**config.mk**
```make
export PLATFORM = sky130hd
export DESIGN_NAME = text_video
export DESIGN_NICKNAME = d
export VERILOG_FILES = /design/src/hdl/video_pkg.sv /design/src/hdl/scan_if.sv /design/src/hdl/scan_timing.sv /design/src/hdl/char_fetch.sv /design/src/hdl/pixel_color.sv /design/src/hdl/text_video.sv
export SDC_FILE = /design/constraint.sdc
export NUM_CORES = 1
export LEC_CHECK = 0
export BUFFER_PORTS_ARGS = -buffer_cell sky130_fd_sc_hd__clkbuf_2
export CAP_MARGIN = 20
export CORE_MARGIN = 1.5
export CORE_UTILIZATION = 57
export CTS_CLUSTER_SIZE = 14
export DETAILED_ROUTE_END_ITERATION = 10
export PLACE_DENSITY = 0.89
export SETUP_SLACK_MARGIN = 0.1
export SLEW_MARGIN = 20
export SYNTH_ARGS = -nofsm -noshare
export SYNTH_HDL_FRONTEND = slang
export SYNTH_SLANG_ARGS = --single-unit
export TNS_END_PERCENT = 30
```
**constraint.sdc**
```tcl
create_clock -name clk -period 2.4 [get_ports clk]
set_input_delay 0.12 -clock clk [delete_from_list [all_inputs] [get_ports clk]]
set_output_delay 0.12 -clock clk [all_outputs]
set_load 0.05 [all_outputs]
```
**src/hdl/video_pkg.sv**
```systemverilog
/*
 * text video package
 * raster timing, the vector types of the pipeline, the scan state encoding
 * and the 16 entry IRGB palette
 */
package video_pkg;

    typedef logic [10:0] pos_t;             // raster counter
    typedef logic [15:0] vram_addr_t;       // video memory word address
    typedef logic [15:0] vram_word_t;       // attribute in [15:8], char code in [7:0]
    typedef logic [12:0] font_addr_t;       // {0, char code, font row}
    typedef logic [3:0]  font_row_t;
    typedef logic [7:0]  font_byte_t;       // msb is the leftmost pixel
    typedef logic [3:0]  color_idx_t;
    typedef logic [11:0] rgb_t;             // 4 bits each of r, g, b
    typedef logic [3:0]  channel_t;

    // one state sequence shared by both axes
    typedef enum logic [1:0] {
        PRE_SYNC,
        SYNC,
        POST_SYNC,
        VISIBLE
    } scan_state_t;

    localparam int H_VISIBLE     = 64;
    localparam int H_FRONT_PORCH = 8;
    localparam int H_SYNC_PULSE  = 8;
    localparam int H_BACK_PORCH  = 16;
    localparam int H_TOTAL       = H_VISIBLE + H_FRONT_PORCH + H_SYNC_PULSE + H_BACK_PORCH;
    localparam int V_VISIBLE     = 32;
    localparam int V_FRONT_PORCH = 2;
    localparam int V_SYNC_PULSE  = 2;
    localparam int V_BACK_PORCH  = 4;
    localparam int V_TOTAL       = V_VISIBLE + V_FRONT_PORCH + V_SYNC_PULSE + V_BACK_PORCH;

    localparam logic H_SYNC_POLARITY = 1'b0;    // active low
    localparam logic V_SYNC_POLARITY = 1'b0;    // active low

    localparam int CHARS_WIDE  = 8;             // text row pitch in words
    localparam int FONT_HEIGHT = 16;

    // fetch runs one cell ahead of the visible span, window flips the cycle after these counts
    localparam pos_t H_FETCH_BEGIN = pos_t'(H_TOTAL - H_VISIBLE - 9);
    localparam pos_t H_FETCH_END   = pos_t'(H_TOTAL - 9);

    localparam rgb_t DEFAULT_PALETTE [16] = '{
        12'h000, 12'h00A, 12'h0A0, 12'h0AA,     // black, blue, green, cyan
        12'hA00, 12'hA0A, 12'hA50, 12'hAAA,     // red, magenta, brown, light gray
        12'h555, 12'h55F, 12'h5F5, 12'h5FF,     // bright set starts at index 8
        12'hF55, 12'hF5F, 12'hFF5, 12'hFFF
    };

endpackage

```
**src/hdl/scan_if.sv**
```systemverilog
/*
 * raster control bundle
 * made by the scan timing generator, read by the fetch and color stages
 */
`timescale 1ns/100ps

interface scan_if;

    logic visible;          // both axes in the visible state
    logic hsync;            // raw sync states, active high
    logic vsync;
    logic fetch_active;     // fetch window open on a visible line
    logic cell_start;       // window opens next cycle, restart cell column
    logic line_end;         // last pixel of a line
    logic frame_end;        // last pixel of the frame

    modport timing (
        output visible, hsync, vsync, fetch_active, cell_start, line_end, frame_end
    );

    modport fetch (
        input fetch_active, cell_start, line_end, frame_end
    );

    modport color (
        input visible, hsync, vsync
    );

endinterface

```
**src/hdl/scan_timing.sv**
```systemverilog
/*
 * scan timing generator
 * horizontal and vertical four state sequencers with position counters,
 * giving sync, visible area, fetch window and line and frame end strobes
 */
`timescale 1ns/100ps

module scan_timing (
    input  logic   clk,
    input  logic   reset_i,
    scan_if.timing scan
);
    import video_pkg::*;

    scan_state_t h_state;
    scan_state_t v_state;
    scan_state_t h_state_next;
    scan_state_t v_state_next;
    pos_t        h_count;
    pos_t        v_count;
    pos_t        h_limit;               // last count of the current h state
    pos_t        v_limit;               // last line of the current v state
    pos_t        fetch_toggle;          // count where the window flips next
    logic        fetch_q;
    logic        fetch_next;

    always_comb begin
        // porches and sync come before the visible pixels of a line
        case (h_state)
            PRE_SYNC:  h_limit = pos_t'(H_FRONT_PORCH - 1);
            SYNC:      h_limit = pos_t'(H_FRONT_PORCH + H_SYNC_PULSE - 1);
            POST_SYNC: h_limit = pos_t'(H_TOTAL - H_VISIBLE - 1);
            default:   h_limit = pos_t'(H_TOTAL - 1);
        endcase

        // visible lines first, blanking at the bottom
        case (v_state)
            VISIBLE:   v_limit = pos_t'(V_VISIBLE - 1);
            PRE_SYNC:  v_limit = pos_t'(V_VISIBLE + V_FRONT_PORCH - 1);
            SYNC:      v_limit = pos_t'(V_VISIBLE + V_FRONT_PORCH + V_SYNC_PULSE - 1);
            default:   v_limit = pos_t'(V_TOTAL - 1);
        endcase
    end

    assign scan.line_end  = (h_state == VISIBLE) && (h_count == h_limit);
    assign scan.frame_end = scan.line_end && (v_state == POST_SYNC) && (v_count == v_limit);

    // states step when the counter hits the limit and VISIBLE wraps to PRE_SYNC
    assign h_state_next = (h_count == h_limit) ? scan_state_t'(h_state + 2'd1) : h_state;
    assign v_state_next = (scan.line_end && v_count == v_limit) ?
                          scan_state_t'(v_state + 2'd1) : v_state;

    assign fetch_toggle = fetch_q ? H_FETCH_END : H_FETCH_BEGIN;
    assign fetch_next   = (v_state == VISIBLE && h_count == fetch_toggle) ? ~fetch_q : fetch_q;

    assign scan.visible      = (h_state == VISIBLE) && (v_state == VISIBLE);
    assign scan.hsync        = (h_state == SYNC);
    assign scan.vsync        = (v_state == SYNC);
    assign scan.fetch_active = fetch_q;
    assign scan.cell_start   = ~fetch_q && fetch_next;     // rising edge of the window

    always_ff @(posedge clk) begin
        if (reset_i) begin
            h_state <= PRE_SYNC;                            // start of front porch
            v_state <= VISIBLE;                             // on visible line 0
            h_count <= '0;
            v_count <= '0;
            fetch_q <= 1'b0;
        end else begin
            h_state <= h_state_next;
            v_state <= v_state_next;
            h_count <= scan.line_end ? pos_t'(0) : h_count + 11'd1;
            if (scan.line_end) begin
                v_count <= scan.frame_end ? pos_t'(0) : v_count + 11'd1;
            end
            fetch_q <= fetch_next;
        end
    end

    // sync pulse stays on its own counts ahead of the visible span
    a_hsync_blank : assert property (@(posedge clk) disable iff (reset_i)
        scan.hsync |-> (h_count >= pos_t'(H_FRONT_PORCH) &&
                        h_count < pos_t'(H_FRONT_PORCH + H_SYNC_PULSE)));

    // the next line opens at the start of the front porch
    a_line_wrap : assert property (@(posedge clk) disable iff (reset_i)
        scan.line_end |=> (h_state == PRE_SYNC && h_count == '0));

endmodule

```
**src/hdl/char_fetch.sv**
```systemverilog
/*
 * character fetch stage
 * per cell reads of char code and attribute from video memory, then the
 * font row byte, text address bookkeeping and the 8 bit pixel shifter
 */
`timescale 1ns/100ps

module char_fetch (
    input  logic                  clk,
    input  logic                  reset_i,
    scan_if.fetch                 scan,
    input  logic                  enable_i,
    input  video_pkg::vram_addr_t text_start_i,
    input  video_pkg::vram_word_t vram_data_i,
    input  video_pkg::font_byte_t font_data_i,
    output logic                  vram_sel_o,
    output video_pkg::vram_addr_t vram_addr_o,
    output logic                  fontram_sel_o,
    output video_pkg::font_addr_t fontram_addr_o,
    output logic                  font_pix_o,
    output video_pkg::color_idx_t fore_idx_o,
    output video_pkg::color_idx_t back_idx_o,
    output logic                  tg_enable_o
);
    import video_pkg::*;

    logic [2:0] char_x;             // cell column, sequences the memory access
    font_row_t  char_y;             // font row within the text row
    vram_addr_t text_addr;          // word for the next cell
    vram_addr_t line_addr;          // first word of the current text row
    vram_addr_t next_line_addr;
    font_byte_t shift_q;
    logic [7:0] attr_next;          // attribute of the cell being fetched
    logic [7:0] attr_q;             // attribute of the cell on screen
    logic       fetching;

    assign fetching       = tg_enable_o && scan.fetch_active;
    assign next_line_addr = line_addr + vram_addr_t'(CHARS_WIDE);

    // font address straight from the memory word, saves a cycle
    assign fontram_addr_o = {1'b0, vram_data_i[7:0], char_y};

    assign font_pix_o = shift_q[7];
    assign fore_idx_o = attr_q[3:0];
    assign back_idx_o = attr_q[7:4];

    always_ff @(posedge clk) begin
        if (reset_i) begin
            char_x        <= '0;
            char_y        <= '0;
            text_addr     <= '0;
            line_addr     <= '0;
            tg_enable_o   <= 1'b0;
            vram_sel_o    <= 1'b0;
            fontram_sel_o <= 1'b0;
            vram_addr_o   <= '0;
        end else begin
            char_x <= scan.cell_start ? 3'd0 : char_x + 3'd1;

            // addr out in col 4, vram read in col 5, font read in col 6
            vram_sel_o    <= fetching && (char_x == 3'd4);
            fontram_sel_o <= fetching && (char_x == 3'd5);
            if (fetching && char_x == 3'd3) begin
                vram_addr_o <= text_addr;
            end
            if (fetching && char_x == 3'd7) begin
                text_addr <= text_addr + 16'd1;                 // next char+attribute
            end

            if (scan.line_end) begin
                if (char_y == font_row_t'(FONT_HEIGHT - 1)) begin
                    char_y    <= '0;                            // last font row, next text row
                    line_addr <= next_line_addr;
                    text_addr <= next_line_addr;
                end else begin
                    char_y    <= char_y + 4'd1;
                    text_addr <= line_addr;                     // same text row again
                end
            end

            // frame end wins over the line end in the same cycle
            if (scan.frame_end) begin
                tg_enable_o <= enable_i;
                char_y      <= '0;
                text_addr   <= text_start_i;
                line_addr   <= text_start_i;
            end
        end
    end

    always_ff @(posedge clk) begin
        shift_q <= {shift_q[6:0], 1'b0};                        // one pixel per clock
        if (fetching && char_x == 3'd6) begin
            attr_next <= vram_data_i[15:8];                     // vram word valid in col 6
        end
        if (fetching && char_x == 3'd7) begin
            shift_q <= font_data_i;                             // font byte valid in col 7
            attr_q  <= attr_next;
        end
    end

    // selects only inside the window that scan timing opens
    a_vram_in_window : assert property (@(posedge clk) disable iff (reset_i)
        vram_sel_o |-> scan.fetch_active);

endmodule

```
**src/hdl/pixel_color.sv**
```systemverilog
/*
 * pixel color stage
 * palette lookup of the font pixel, registered color, syncs and data valid
 */
`timescale 1ns/100ps

module pixel_color (
    input  logic                  clk,
    input  logic                  reset_i,
    scan_if.color                 scan,
    input  logic                  tg_enable_i,
    input  logic                  font_pix_i,
    input  video_pkg::color_idx_t fore_idx_i,
    input  video_pkg::color_idx_t back_idx_i,
    output video_pkg::channel_t   red_o,
    output video_pkg::channel_t   green_o,
    output video_pkg::channel_t   blue_o,
    output logic                  hsync_o,
    output logic                  vsync_o,
    output logic                  dv_en_o
);
    import video_pkg::*;

    logic pix_on;
    rgb_t pix_rgb;

    assign pix_on = tg_enable_i && scan.visible;

    always_comb begin
        pix_rgb = '0;                                       // black off screen and when disabled
        if (pix_on) begin
            pix_rgb = font_pix_i ? DEFAULT_PALETTE[fore_idx_i] : DEFAULT_PALETTE[back_idx_i];
        end
    end

    always_ff @(posedge clk) begin
        if (reset_i) begin
            red_o   <= '0;
            green_o <= '0;
            blue_o  <= '0;
            hsync_o <= ~H_SYNC_POLARITY;                    // inactive level
            vsync_o <= ~V_SYNC_POLARITY;
            dv_en_o <= 1'b0;
        end else begin
            red_o   <= pix_rgb[11:8];
            green_o <= pix_rgb[7:4];
            blue_o  <= pix_rgb[3:0];
            hsync_o <= scan.hsync ? H_SYNC_POLARITY : ~H_SYNC_POLARITY;
            vsync_o <= scan.vsync ? V_SYNC_POLARITY : ~V_SYNC_POLARITY;
            dv_en_o <= pix_on;                              // lines up with the color
        end
    end

endmodule

```
**src/hdl/text_video.sv**
```systemverilog
/*
 * text mode video generator
 * scan timing, character fetch and pixel color stages with external
 * video and font memory ports and a 12 bit color video output
 */
`timescale 1ns/100ps

module text_video (
    input  logic                  clk,
    input  logic                  reset_i,
    input  logic                  enable_i,
    input  video_pkg::vram_addr_t text_start_i,
    output logic                  vram_sel_o,
    output video_pkg::vram_addr_t vram_addr_o,
    input  video_pkg::vram_word_t vram_data_i,
    output logic                  fontram_sel_o,
    output video_pkg::font_addr_t fontram_addr_o,
    input  video_pkg::font_byte_t fontram_data_i,
    output video_pkg::channel_t   red_o,
    output video_pkg::channel_t   green_o,
    output video_pkg::channel_t   blue_o,
    output logic                  hsync_o,
    output logic                  vsync_o,
    output logic                  dv_en_o
);
    import video_pkg::*;

    logic       font_pix;
    color_idx_t fore_idx;
    color_idx_t back_idx;
    logic       tg_enable;          // enable as sampled at frame end

    scan_if scan ();

    scan_timing u_scan_timing (
        .clk     (clk),
        .reset_i (reset_i),
        .scan    (scan.timing)
    );

    char_fetch u_char_fetch (
        .clk            (clk),
        .reset_i        (reset_i),
        .scan           (scan.fetch),
        .enable_i       (enable_i),
        .text_start_i   (text_start_i),
        .vram_data_i    (vram_data_i),
        .font_data_i    (fontram_data_i),
        .vram_sel_o     (vram_sel_o),
        .vram_addr_o    (vram_addr_o),
        .fontram_sel_o  (fontram_sel_o),
        .fontram_addr_o (fontram_addr_o),
        .font_pix_o     (font_pix),
        .fore_idx_o     (fore_idx),
        .back_idx_o     (back_idx),
        .tg_enable_o    (tg_enable)
    );

    pixel_color u_pixel_color (
        .clk         (clk),
        .reset_i     (reset_i),
        .scan        (scan.color),
        .tg_enable_i (tg_enable),
        .font_pix_i  (font_pix),
        .fore_idx_i  (fore_idx),
        .back_idx_i  (back_idx),
        .red_o       (red_o),
        .green_o     (green_o),
        .blue_o      (blue_o),
        .hsync_o     (hsync_o),
        .vsync_o     (vsync_o),
        .dv_en_o     (dv_en_o)
    );

endmodule

```
# Word-level counts from Yosys, hierarchy flattened
# Memory sizes are Yosys's and may differ from the RTL's.
# Cells that the tools add are included.
dict set report classes {
  n_eq_ne 15
  magnitude_cmp 2
  bitwise_logic 4
  add_sub_neg 8
  n_mux 20
  n_reduce_logical 22
}
# op count
set ops {}
lappend ops {{$mux W16} 6}
lappend ops {{$mux W12} 5}
lappend ops {{$add A11 B1 Y11 const B} 2}
lappend ops {{$pmux W7 S3} 1}
lappend ops {{$pmux W6 S3} 1}
lappend ops {{$add A16 B1 Y16 const B} 1}
lappend ops {{$add A16 B4 Y16 const B} 1}
lappend ops {{$logic_and A1 B1 Y1} 14}
lappend ops {{$eq A3 B3 Y1 const B} 4}
lappend ops {{$eq A11 B11 Y1} 1}
lappend ops {{$eq A11 B6 Y1} 1}
lappend ops {{$eq A11 B7 Y1} 1}
lappend ops {{$mux W11} 1}
lappend ops {{$ge A5 B5 Y1 const B} 2}
lappend ops {{$not A4 Y5} 2}
lappend ops {{$eq A2 B2 Y1 const B} 4}
lappend ops {{$mux W8} 1}
lappend ops {{$reduce_or A2 Y1} 4}
lappend ops {{$mux W7} 1}
lappend ops {{$add A2 B1 Y2 const B} 2}
lappend ops {{$add A4 B1 Y4 const B} 1}
lappend ops {{$eq A2 B1 Y1 const B} 2}
lappend ops {{$eq A4 B4 Y1 const B} 1}
lappend ops {{$logic_not A2 Y1} 2}
lappend ops {{7 further kinds} 10}
dict set report word_totals {
  input_bits 43
  wordCells 96
  ff_bits 124
  memories 2
  out_inout_bits 46
  mem_bits_ro 384
}
# name depth width read_ports rd_clocked_by_memory_dff write_ports line
set mem_list {}
lappend mem_list {{(no name shown)} 16 12 1 0 0 pixel_color.sv:32} ;# pix_rgb = font_pix_i ? DEFAULT_PALETTE[fore_idx_i] : DEFAULT_PALETTE[back_idx_i];
lappend mem_list {{(no name shown)} 16 12 1 0 0 pixel_color.sv:32}

# Longest topological paths before layout
# Gate-level depths: netlist (run 1).
dict set report logic_depth {
  word_depth 7
  ltp_mapped 9
  mapped_depth_nobuf 8
}

# Hierarchy
# A second synthesis (run 1) with hierarchy kept.
dict set report unflattened {
  cells_unflattened 644
  hier_area_um2 5759.3
}
# module seq_area_each_um2 cells_each area_each_um2 instances
set by_module_without_submodules {}
lappend by_module_without_submodules {char_fetch 1801.7 420 3748.6 1}
lappend by_module_without_submodules {scan_timing 540.5 189 1662.8 1}
lappend by_module_without_submodules {pixel_color 160.2 35 347.8 1}

# Worst setup path after synthesis (run 1)
# Ideal clock, no wire load.
dict set report synth_path {
  kind {register -> register}
  from {register u_char_fetch.char_y[0]}
  to {register u_char_fetch.text_addr[12]}
  synth_period_minus_slack_ns 2.259
  required_ns 2.297
  setup_ns 0.103
  path_buffers 0
  arrival_ns 2.156
  path_stages_with_launch 7
  slack_ns 0.141
  path_cell_list {dfxtp_1 > ha_1 > nand4_1 > nor4_1 > xor2_1 > nor3_1 > a2111oi_2}
}
dict set report synth_via {
  elab_chain_cells 4
}
# item line
set synth_rtl {}
lappend synth_rtl {{start: declaration} char_fetch.sv:28} ;# font_row_t char_y;
lappend synth_rtl {{start signal: assignment} char_fetch.sv:76} ;# char_y <= char_y + 4'd1;
lappend synth_rtl {{$eq A4 B4 Y1} char_fetch.sv:71} ;# if (char_y == font_row_t'(FONT_HEIGHT - 1)) begin
lappend synth_rtl {{$mux W16} char_fetch.sv:71}
lappend synth_rtl {{$mux W16} char_fetch.sv:70} ;# if (scan.line_end) begin
lappend synth_rtl {{$mux W16} char_fetch.sv:82} ;# if (scan.frame_end) begin
lappend synth_rtl {{end signal: assignment} char_fetch.sv:74} ;# text_addr <= next_line_addr;
lappend synth_rtl {{end signal: assignment} char_fetch.sv:77} ;# text_addr <= line_addr;
lappend synth_rtl {{end signal: assignment} char_fetch.sv:85} ;# text_addr <= text_start_i;
lappend synth_rtl {{end: declaration} char_fetch.sv:29} ;# vram_addr_t text_addr;
# No other way between the ends.
# A chain may end at the register's enable or synchronous reset.

# Final worst setup path (run 1)
dict set report layout_path {
  from {register u_scan_timing.v_state[0]}
  to {register u_char_fetch.text_addr[2]}
}
dict set report layout_via {
  elab_chain_cells 5
  word_cells_on_any_way 10
  classes_between {4 x eq/ne; 2 x mux; 4 x reduce/logical}
}
# item line
set layout_rtl {}
lappend layout_rtl {{start: declaration} scan_timing.sv:16} ;# scan_state_t v_state;
lappend layout_rtl {{start signal: assignment} scan_timing.sv:71} ;# v_state <= v_state_next;
lappend layout_rtl {{$eq A2 B1 Y1 (tied with other cells)} scan_timing.sv:37} ;# case (v_state)
lappend layout_rtl {{$pmux W6 S3} scan_timing.sv:37}
lappend layout_rtl {{$eq A11 B6 Y1} scan_timing.sv:46} ;# assign scan.frame_end = scan.line_end && (v_state == POST_SYNC) && (v_count == v_limit);
lappend layout_rtl {{$logic_and A1 B1 Y1 (*)} scan_timing.sv:46}
lappend layout_rtl {{$reduce_bool A3 Y1 (no source line) / $mux W16 (equally long branches)} --}
lappend layout_rtl {{end signal: assignment} char_fetch.sv:67} ;# text_addr <= text_addr + 16'd1;
lappend layout_rtl {{end signal: assignment} char_fetch.sv:74}
lappend layout_rtl {{end signal: assignment} char_fetch.sv:77}
# Mark *: on every way between the ends. The rest lies on a longest branch, timed or not.

==> metrics.csv, run 1 <==
stage;metric;value;unit
grt;vias in the first global route;4874;
worst_setup_path;R2R Path End;u_char_fetch.text_addr[2];
routing;Routed WL;14300;um
clocking;Root Driver;clkbuf_8;
routing;M1 WL;5650;um
clocking;Reg clk slew, reported paths;0.06;ns
cells_and_area;commonest non-fill, non-tap cell in the layout;dfxtp_1;
die;IO Pins;89;
clocking;Clk Latency, worst-skew pair;0.52;ns
die;Rows;35;
worst_hold_path;Hold EP;u_char_fetch.line_addr[12];
synth;mean cell area of the mapped netlist;9.06;um2
power_and_ir_drop;Pleak;2.78;nW
clocking;CTS Buffer Depth;2;
worst_setup_path;worst-path fanout max;8;
synth;Post-synth top flop;dfxtp_1;
cells_and_area;ant diodes;0;
worst_setup_path;crit path kind;reg -> reg;
timing;max-slew violation count;0;
timing;WHS;0.00699;ns
placed_design;placed insts;784;
routing;Remaining DRCs;0;
synth;post-synthesis cell area;5530;um2
synth;syn nets;675;
worst_hold_path;number of cells on the worst hold path;3;
job;Max-cap violations;0;
worst_setup_path;CP peak stage delay;0.48;ns
placed_design;Detailed Place HPWL;8980;um
power_and_ir_drop;P_sw;1.06;mW
power_and_ir_drop;Power per Cell Area;678;nW/um2
die;chip width;101;um
placed_design;# port buffers;71;
clocking;TritonCTS Buffers;17;
routing;post-route ant nets;0;
routing;initial DRC count;369;
synth;Synth Area in Compound Gates;0.0957;
timing;Final Cycle Share;0.934;
die;die footprint;10300;um2
timing;final hold vios;0;
worst_hold_path;HP Start;text_start_i[12];
power_and_ir_drop;Seq pwr share;0.422;
timing;Least-Margin Pin Slew;0.700;ns
placed_design;gp weighted congestion;0.939;
worst_setup_path;worst endpoint data arrival time;2.66;ns
synth;largest family of logic cells by synthesized area;simple AND/OR/NAND/NOR gates;
worst_setup_path;crit end category;flip-flop;
die;Die Ht;101;um
worst_setup_path;Reg-to-Reg Start;u_scan_timing.v_state[0];
routing;detailed-route wire length per cell;16.8;um
worst_hold_path;HP Class;in -> reg;
synth;Seq/Total Area, Yosys;0.453;
clocking;H-tree levels;4;
placed_design;cell area after placement;5950;um2
outcome;status;finished clean;
timing;endpoints failing setup;0;
clocking;Clock Sink Count;117;
cells_and_area;most frequent cells in the layout;99 x dfxtp_1, 84 x nand2_1, 71 x clkbuf_2;
worst_setup_path;Worst Reg-to-Reg Cells;7;
synth;Mapped Cells;610;
grt;gr usage total;0.284;
synth;Post-synth EDFFs;16;
worst_setup_path;Startpoint Class;flip-flop;
power_and_ir_drop;Max rail drop VDD;0.438;mV
grt;antenna violations before repair;0;
worst_setup_path;slowest CP cell;or3b_2;
synth;Post-Synth Simple-Gate Area;0.226;
worst_setup_path;WP data required;2.81;ns
routing;first-pass iteration count of the detailed router;7;
grt;grt total ovfl;0;
routing;via/cell ratio;5.70;
cells_and_area;area delta synth->final;26.3;%
routing;via count;4854;
synth;Synth cell types;55;
timing;max_slew headroom;0.532;
clocking;CTS tree;done;
synth;post-synthesis xor/xnor area fraction;0.0824;
cells_and_area;Finished Cell Area;6980;um2
cells_and_area;fillers;632;
synth;Post-synth ARST share;0;
worst_setup_path;crit-path cells;ha_1 -> or3b_2 -> a211oi_2 -> and2_1 -> buf_4 -> nand2_1 -> a311oi_1;
synth;mux contribution to synthesized area;0.0310;
timing;f_max;446;MHz
power_and_ir_drop;Int Pwr;3.67;mW
cells_and_area;fraction of layout cells with a size suffix above 1;0.199;
timing;final clock skew;0.0132;ns
die;Starting Density;0.593;
routing;DR top layer;met4;
synth;YS warnings;0;
grt;pin count of the biggest net entering global routing;58;
power_and_ir_drop;Clk pwr share;0.550;
routing;metal2 WL;7320;um
power_and_ir_drop;Tot Pwr;4.73;mW
grt;first-pass GRT wire length;22600;um
worst_setup_path;FF-to-FF setup slack;0.16;ns
synth;number of synthesized register bits;117;
timing;RSZ-0062 raised after global routing;yes;
cells_and_area;fin cells;852;
power_and_ir_drop;Net Sw Frac;0.224;
timing;setup_tns;0;ns
timing;fin crit period;2.24;ns
power_and_ir_drop;Comb pwr share;0.028;
routing;met3 routed WL;980;um
cells_and_area;final net count;775;
synth;Synth Area in Adders;0.0498;
die;Placeable Area;9330;um2
[power by group through the flow]
stage	clock (mW)	combinational, mW	sequential, mW
6_report	2.60	0.132	2.00
5_1_grt	2.72	0.144	2.00
4_1_cts	2.60	0.132	2.00
3_5_place_dp	0	0.0895	2.04
3_3_place_gp	0	0.0845	2.04
2_1_floorplan	0	0.0810	2.04
[Yosys cell counts, drive strengths merged, types with 18 or more instances]
master | n | share of area
xor2 | 22 | 0.035
dfxtp | 101 | 0.37
clkbuf | 23 | 0.016
xnor2 | 30 | 0.048
a21oi | 28 | 0.025
inv | 22 | 0.015
nor4 | 18 | 0.020
nor2 | 55 | 0.038
nand2 | 84 | 0.057
ha | 22 | 0.050
nand3 | 26 | 0.024
buf | 22 | 0.031
[what timing repair did]
item / in CTS / in global routing
resized for setup: 0 / 10
hold buffers: 30 / 0
endpoints found under the hold margin: 37 / 0
endpoints found under the setup margin: 0 / 40
setup buffers: 0 / 4
[worst max-delay path: cells and delay by family (launching register included)]
| kind | cells | cell delay, ns |
|---|---|---|
| flops | 1 | 0.31 |
| simple gates | 3 | 0.90 |
| compound gates | 2 | 0.52 |
| fa+ha+maj | 1 | 0.20 |
| buf+inv | 1 | 0.21 |
[layout make-up]
cell class | count | area, um2 | area share
inverters | 22 | 82.6 | 0.0118
multi-input cells | 426 | 2720 | 0.390
flip-flops and latches | 117 | 2500 | 0.359
repair buffers | 126 | 907 | 0.130
well taps | 129 | 161 | 0.0231
clock buffers | 18 | 418 | 0.0599
clock inverters | 14 | 188 | 0.0269
[worst max-delay path by stage]
stage | from | endpoint | slack (ns) | depth (start not counted)
2_1_floorplan | u_char_fetch.char_y[0] | u_char_fetch.text_addr[12] | 0.14 | 6
3_3_place_gp | u_scan_timing.h_state[0] | u_char_fetch.text_addr[10] | 0.27 | 6
3_5_place_dp | u_scan_timing.h_state[0] | u_char_fetch.line_addr[12] | 0.18 | 7
4_1_cts | u_scan_timing.h_state[0] | u_char_fetch.line_addr[12] | 0.16 | 7
5_1_grt | u_scan_timing.v_state[0] | u_char_fetch.text_addr[2] | 0.05 | 7
6_report | u_scan_timing.v_state[0] | u_char_fetch.text_addr[2] | 0.16 | 7
[flip-flops by register name, summed over array words and instances (netlist names), 2 cells and up]
register	cells
u_char_fetch.shift_q	8
u_char_fetch.text_addr	16
u_char_fetch.char_y	4
u_scan_timing.h_count	11
u_char_fetch.line_addr	16
u_char_fetch.char_x	3
u_pixel_color.blue_o	2
u_scan_timing.v_count	11
u_char_fetch.attr_next	8
u_scan_timing.h_state	2
u_char_fetch.attr_q	8
u_scan_timing.v_state	2
u_char_fetch.vram_addr_o	16
u_pixel_color.green_o	2
[per-stage QoR]
stage / worst slack, ns / utilization
2_1_floorplan: 0.141 / -
3_3_place_gp: 0.269 / 0.638
3_5_place_dp: 0.178 / 0.638
4_1_cts: 0.164 / 0.735
5_1_grt: 0.0545 / 0.748
6_report: 0.158 / 0.748
[metal layers]
metal | track usage | vias to the layer above
met5 | 0 | -
met3 | 0.0635 | 40
met1 | 0.321 | 2276
met2 | 0.517 | 232
met4 | 0.119 | 0
li1 | - | 2306
[cells by family (layout without fill, tap and decap cells)]
logic type | Yosys count | in the layout
other cells | 1 | 1
simple gates | 256 | 256
fa+ha+maj | 22 | 22
mux | 17 | 17
buf+inv | 67 | 180
xor+xnor | 52 | 52
compound gates | 78 | 78
flops | 117 | 117
(Power assumes the default switching activity.)
==> inputs of run 2 (changes only) <==
--- a/config.mk
+++ b/config.mk
@@ -8,10 +8,10 @@
 export BUFFER_PORTS_ARGS = -buffer_cell sky130_fd_sc_hd__clkbuf_2
 export CAP_MARGIN = 20
 export CORE_MARGIN = 1.5
-export CORE_UTILIZATION = 57
+export CORE_UTILIZATION = 61
 export CTS_CLUSTER_SIZE = 14
 export DETAILED_ROUTE_END_ITERATION = 10
-export PLACE_DENSITY = 0.89
+export PLACE_DENSITY = 0.94
 export SETUP_SLACK_MARGIN = 0.1
 export SLEW_MARGIN = 20
 export SYNTH_ARGS = -nofsm -noshare
==> constraint.sdc (replaced) <==
create_clock -name clk -period 2.86 [get_ports clk]
set_input_delay 0.143 -clock clk [delete_from_list [all_inputs] [get_ports clk]]
set_output_delay 0.143 -clock clk [all_outputs]
set_load 0.05 [all_outputs]
==> run 2 against run 1 <==
Compared with the run above: die area is 6.4% lower; routed wire length is 0.80% lower; sequential power is 16% lower; sequential share of layout area is 1.3 points higher; utilization is 2.0 points higher; critical path type unchanged.
==> metrics.csv, run 2 (same netlist as run 1, synthesis figures left out) <==
stage;metric;value;unit
worst_setup_path;slowest CP cell;nor2_2;
clocking;Root Driver;clkbuf_8;
die;Rows;34;
routing;initial DRC count;373;
routing;post-route ant nets;0;
power_and_ir_drop;Max rail drop VDD;0.364;mV
worst_setup_path;FF-to-FF setup slack;0.23;ns
worst_setup_path;Startpoint Class;flip-flop;
timing;max-slew violation count;0;
placed_design;# port buffers;71;
clocking;Reg clk slew, reported paths;0.06;ns
worst_setup_path;Worst path top cell family by delay;compound AO/OA/AOI/OAI gates;
grt;first-pass GRT wire length;22800;um
worst_setup_path;CP peak stage delay;0.56;ns
worst_setup_path;worst endpoint data arrival time;3.03;ns
die;Placeable Area;8760;um2
cells_and_area;top flop regs;u_char_fetch.line_addr (16), u_char_fetch.text_addr (16), u_char_fetch.vram_addr_o (16);
cells_and_area;ant diodes;0;
clocking;CTS Buffer Depth;2;
timing;RSZ-0062 raised after global routing;no;
worst_setup_path;worst-path fanout max;21;
worst_setup_path;Worst Reg-to-Reg Cells;8;
clocking;postcts setup bufs;0;
die;Starting Density;0.631;
cells_and_area;fraction of layout cells with a size suffix above 1;0.169;
cells_and_area;area delta synth->final;21.8;%
cells_and_area;most frequent cells in the layout;101 x dfxtp_1, 84 x nand2_1, 71 x clkbuf_2;
clocking;post-CTS sizing;0;
routing;first-pass iteration count of the detailed router;5;
worst_hold_path;number of cells on the worst hold path;3;
worst_setup_path;crit path kind;reg -> reg;
die;Die Ht;98.2;um
cells_and_area;fillers;515;
clocking;TritonCTS Buffers;17;
worst_setup_path;WP data required;3.27;ns
timing;setup_tns;0;ns
cells_and_area;commonest non-fill, non-tap cell in the layout;dfxtp_1;
routing;Routed WL;14200;um
timing;Least-Margin Pin Slew;0.725;ns
grt;vias in the first global route;4784;
placed_design;Detailed Place HPWL;8770;um
die;die footprint;9640;um2
clocking;CTS tree;done;
power_and_ir_drop;Power per Cell Area;571;nW/um2
timing;final clock skew;0.00780;ns
routing;via/cell ratio;5.98;
timing;max_slew headroom;0.515;
cells_and_area;final net count;761;
die;IO Pins;89;
timing;f_max;381;MHz
timing;final hold vios;0;
clocking;H-tree levels;4;
job;Max-cap violations;0;
placed_design;gp weighted congestion;0.950;
clocking;Clock Sink Count;117;
routing;detailed-route wire length per cell;17.4;um
timing;Final Cycle Share;0.918;
grt;pin count of the biggest net entering global routing;48;
die;chip width;98.2;um
worst_hold_path;HP Class;in -> reg;
clocking;Clk Latency, worst-skew pair;0.53;ns
worst_setup_path;crit-path cells;inv_1 -> ha_1 -> xor2_1 -> o31a_1 -> nor2_2 -> buf_12 -> nor2_1 -> a2111oi_2;
grt;gr usage total;0.299;
timing;fin crit period;2.63;ns
worst_setup_path;crit end category;flip-flop;
outcome;status;finished clean;
routing;Remaining DRCs;0;
worst_setup_path;CP Depth;8;
grt;antenna violations before repair;0;
routing;via count;4888;
grt;grt total ovfl;0;
power_and_ir_drop;Pleak;2.67;nW
worst_setup_path;Bufs and invs on worst path;2;
timing;WHS;0.0559;ns
timing;endpoints failing setup;0;
run 2: repair_timing:
action                                  in CTS  in global routing
hold endpoints to repair                    40                  0
hold buffers                                32                  0
endpoints found under the setup margin       0                  0
run 2: final cells by class:
cell class                 instances  area [um2]  share of cell area
multi-input combinational        426        2690               0.399
sequential                       117        2500               0.372
timing repair buffer             112         756               0.112
clock buffer                      18         439              0.0652
clock inverter                    14         135              0.0201
tap                              108         135              0.0201
inverter                          22        82.6              0.0123
run 2: power breakdown:
group	internal [mW]	total (mW)	switching [mW]	leakage, nW
logic	0.0602	0.115	0.0545	1.43
clock network	1.22	2.05	0.829	0.277
registers	1.67	1.68	0.00820	0.958
run 2: per-stage QoR:
step	power, mW	util	std cells	setup WS (ns)	instance area (um2)
global placement	1.78	0.666	753	0.492	5840
global route	3.94	0.769	817	0.138	6740
finish	3.85	0.769	817	0.233	6740
detailed placement	1.79	0.666	753	0.368	5840
CTS	3.84	0.769	817	0.334	6740
floorplan	1.78	-	610	0.601	5530
run 2: worst paths after layout:
check / endpoint / from
max: u_char_fetch.text_addr[12] / u_scan_timing.h_state[0]
min: u_char_fetch.line_addr[12] / text_start_i[12]
max reg2reg: u_char_fetch.text_addr[12] / u_scan_timing.h_state[0]
min reg2reg: u_char_fetch.shift_q[4] / u_char_fetch.shift_q[3]
run 2: per-layer routing:
metal	vias up	global-route usage	part of all wire
li1	2296	-	-
met1	2304	0.348	0.40
met2	242	0.517	0.50
met3	46	0.0637	0.069
met4	0	0.157	0.027
met5	-	0	0
run 2: tightest hold or removal path: cells and delay by family:
kind | cells | cell delay (ns)
AOI/OAI and AO/OA | 1 | 0.22
and+or+nand+nor | 1 | 0.07
buffers and inverters | 1 | 0.10
==> inputs of run 3 (changes only) <==
--- a/config.mk
+++ b/config.mk
@@ -5,13 +5,14 @@
 export SDC_FILE = /design/constraint.sdc
 export NUM_CORES = 1
 export LEC_CHECK = 0
+export ABC_AREA = 1
 export BUFFER_PORTS_ARGS = -buffer_cell sky130_fd_sc_hd__clkbuf_2
 export CAP_MARGIN = 20
 export CORE_MARGIN = 1.5
-export CORE_UTILIZATION = 61
+export CORE_UTILIZATION = 62
 export CTS_CLUSTER_SIZE = 14
 export DETAILED_ROUTE_END_ITERATION = 10
-export PLACE_DENSITY = 0.94
+export PLACE_DENSITY = 0.95
 export SETUP_SLACK_MARGIN = 0.1
 export SLEW_MARGIN = 20
 export SYNTH_ARGS = -nofsm -noshare
==> run 3 against run 2 <==
Compared with the run above: count of clock-buffer cells in the layout shrank 1; maximum frequency is 4.1% higher; sequential power hardly changed; highest routed layer unchanged; global-route usage grew 2.3 points; hold slack got worse by 0.023 ns; critical endpoint is now u_char_fetch.line_addr[1]; power decreased by 1.3%; utilization rose by 0.13 points; combinational power is 7% higher; setup slack improved by 0.10 ns; via count is 23% higher.
==> metrics.csv, run 3 <==
stage;metric;value;unit
clocking;Clk Latency, worst-skew pair;0.52;ns
die;IO Pins;89;
worst_setup_path;crit-path cells;inv_1 -> ha_1 -> o21ai_0 -> nand2_1 -> nor2_2 -> nand3_2 -> nor2_1 -> nand2_2 -> nand2_4 -> inv_1 -> nand2_1 -> o21ai_0;
die;Die Ht;102;um
timing;fin crit period;2.52;ns
cells_and_area;area delta synth->final;19.0;%
placed_design;Detailed Place HPWL;10100;um
timing;max_slew headroom;0.516;
power_and_ir_drop;Int Pwr;2.90;mW
synth;mean cell area of the mapped netlist;7.25;um2
routing;via/cell ratio;5.66;
synth;Post-synth top flop;dfxtp_1;
power_and_ir_drop;P_sw;0.901;mW
grt;antenna violations before repair;0;
worst_setup_path;Worst Reg-to-Reg Cells;12;
routing;M1 WL;5940;um
worst_setup_path;worst endpoint data arrival time;2.88;ns
worst_hold_path;HP Class;in -> reg;
die;Rows;35;
timing;final hold vios;0;
placed_design;gp weighted congestion;0.947;
worst_setup_path;Bufs and invs on worst path;2;
outcome;status;finished clean;
worst_hold_path;number of cells on the worst hold path;5;
grt;first-pass GRT wire length;26100;um
synth;Post-synth top cells;197 x nand2_1, 101 x dfxtp_1, 99 x inv_1;
grt;gr usage total;0.322;
routing;first-pass iteration count of the detailed router;6;
power_and_ir_drop;Tot Pwr;3.80;mW
routing;DR top layer;met4;
synth;Mapped Cells;836;
worst_setup_path;CP Depth;12;
die;Starting Density;0.647;
routing;detailed-route wire length per cell;15.4;um
clocking;TritonCTS Buffers;17;
timing;f_max;396;MHz
placed_design;Setup WS pre-CTS;0.519;ns
clocking;post-CTS sizing;0;
timing;setup_tns;0;ns
cells_and_area;most frequent cells in the layout;197 x nand2_1, 101 x dfxtp_1, 99 x inv_1;
synth;cell with the most instances after synthesis;nand2_1;
power_and_ir_drop;Max rail drop VDD;0.457;mV
clocking;H-tree levels;4;
synth;YS warnings;0;
clocking;Reg clk slew, reported paths;0.06;ns
power_and_ir_drop;Pleak;3.31;nW
timing;endpoints failing setup;0;
routing;via count;6009;
power_and_ir_drop;Comb pwr share;0.032;
synth;top post-synthesis cells by area;dfxtp_1 33%, nand2_1 12%, nand3_1 7.9%, edfxtp_1 7.9%, inv_1 6.1%;
synth;syn nets;901;
placed_design;# port buffers;71;
clocking;CTS tree;done;
worst_setup_path;worst-path fanout max;11;
worst_setup_path;crit end category;flip-flop;
power_and_ir_drop;Seq pwr share;0.441;
cells_and_area;final net count;985;
clocking;Root Driver;clkbuf_8;
cells_and_area;top flop regs;u_char_fetch.line_addr (16), u_char_fetch.text_addr (16), u_char_fetch.vram_addr_o (16);
synth;Synth cell types;42;
routing;Routed WL;16300;um
synth;Post-synth EDFFs;16;
clocking;Clock Sink Count;117;
power_and_ir_drop;Clk pwr share;0.526;
clocking;CTS Buffer Depth;2;
routing;initial DRC count;611;
worst_setup_path;slowest CP cell;dfxtp_1;
clocking;postcts setup bufs;0;
timing;PnR worst setup slack;0.336;ns
worst_setup_path;CP peak stage delay;0.39;ns
synth;number of synthesized register bits;117;
worst_setup_path;crit path kind;reg -> reg;
timing;Least-Margin Pin Slew;0.724;ns
synth;Synth top area share;0.333;
job;Max-cap violations;0;
worst_setup_path;Startpoint Class;flip-flop;
routing;post-route ant nets;0;
power_and_ir_drop;Net Sw Frac;0.237;
die;chip width;102;um
synth;post-synthesis cell area;6060;um2
die;die footprint;10400;um2
grt;pin count of the biggest net entering global routing;30;
grt;vias in the first global route;5758;
die;Placeable Area;9370;um2
routing;Remaining DRCs;0;
cells_and_area;fraction of layout cells with a size suffix above 1;0.149;
timing;final clock skew;0.00848;ns
clocking;Hold-fix buffers, CTS;26;
synth;Seq/Total Area, Yosys;0.413;
worst_setup_path;WP data required;3.22;ns
timing;RSZ-0062 raised after global routing;no;
synth;area leader, netlist;dfxtp_1;
cells_and_area;post-layout util;0.770;
power_and_ir_drop;Power per Cell Area;526;nW/um2
timing;Final Cycle Share;0.883;
synth;Post-synth ARST share;0;
routing;met3 routed WL;1480;um
cells_and_area;commonest non-fill, non-tap cell in the layout;nand2_1;
grt;grt total ovfl;0;
worst_setup_path;Worst path top cell family by delay;simple AND/OR/NAND/NOR gates;
timing;max-slew violation count;0;
cells_and_area;ant diodes;0;
routing;metal2 WL;8170;um
-- run 3: kinds of logic after synthesis --
group / count (synthesis) / share of synthesized area
flip-flops: 117 / 0.413
adder cells (fa/ha/maj): 22 / 0.0454
buffers and inverters: 146 / 0.108
multiplexers: 1 / 0.00165
other: 1 / 0.000618
XOR/XNOR: 22 / 0.0318
AND/OR/NAND/NOR: 429 / 0.314
AO/OA/AOI/OAI: 98 / 0.0865
-- run 3: path summary, 6_finish.rpt --
check                                                  end                       from  slack (ns)
worst max register to register   u_char_fetch.line_addr[1]   u_scan_timing.h_state[0]        0.34
worst max-delay path             u_char_fetch.line_addr[1]   u_scan_timing.h_state[0]        0.34
worst min register to register      u_char_fetch.attr_q[6]  u_char_fetch.attr_next[6]        0.42
worst min-delay path            u_char_fetch.text_addr[13]           text_start_i[13]        0.03
-- run 3: per-stage QoR --
| stage | hold WS (ns) | instance area [um2] | std cells |
|---|---|---|---|
| after floorplan | 0.242 | 6060 | 836 |
| after global placement | 0.286 | 6400 | 1004 |
| after detailed placement | 0.286 | 6400 | 1004 |
| after CTS | 0.00771 | 7210 | 1062 |
| after global routing | 0.0285 | 7210 | 1062 |
| final | 0.0325 | 7210 | 1062 |
-- run 3: power by group through the flow --
stage	logic [mW]	registers (mW)	clock network, mW
CTS	0.116	1.68	2.00
detailed placement	0.0863	1.71	0
finish	0.123	1.68	2.00
global placement	0.0849	1.71	0
floorplan	0.0784	1.71	0
global route	0.132	1.68	2.08
-- run 3: final cells by class --
type	instances	area [um2]
Clock buffer	17	414
Clock inverter	15	144
Fill cell	629	2160
Inverter	103	387
Multi-Input combinational cell	573	2910
Sequential cell	117	2500
Tap cell	129	161
Timing Repair Buffer	108	698
-- run 3: worst register-to-register path: stages, from the launching register on --
cell,delay (ns)
dfxtp_1,0.39
inv_1,0.11
ha_1,0.22
o21ai_0,0.15
nand2_1,0.10
nor2_2,0.17
nand3_2,0.26
nor2_1,0.24
nand2_2,0.21
nand2_4,0.18
inv_1,0.16
nand2_1,0.10
o21ai_0,0.10
-- run 3: layer usage --
| metal | track usage | up-vias |
|---|---|---|
| met5 | 0 | - |
| met2 | 0.558 | 354 |
| met4 | 0.190 | 0 |
| met3 | 0.0821 | 76 |
| met1 | 0.357 | 2731 |
| li1 | - | 2848 |
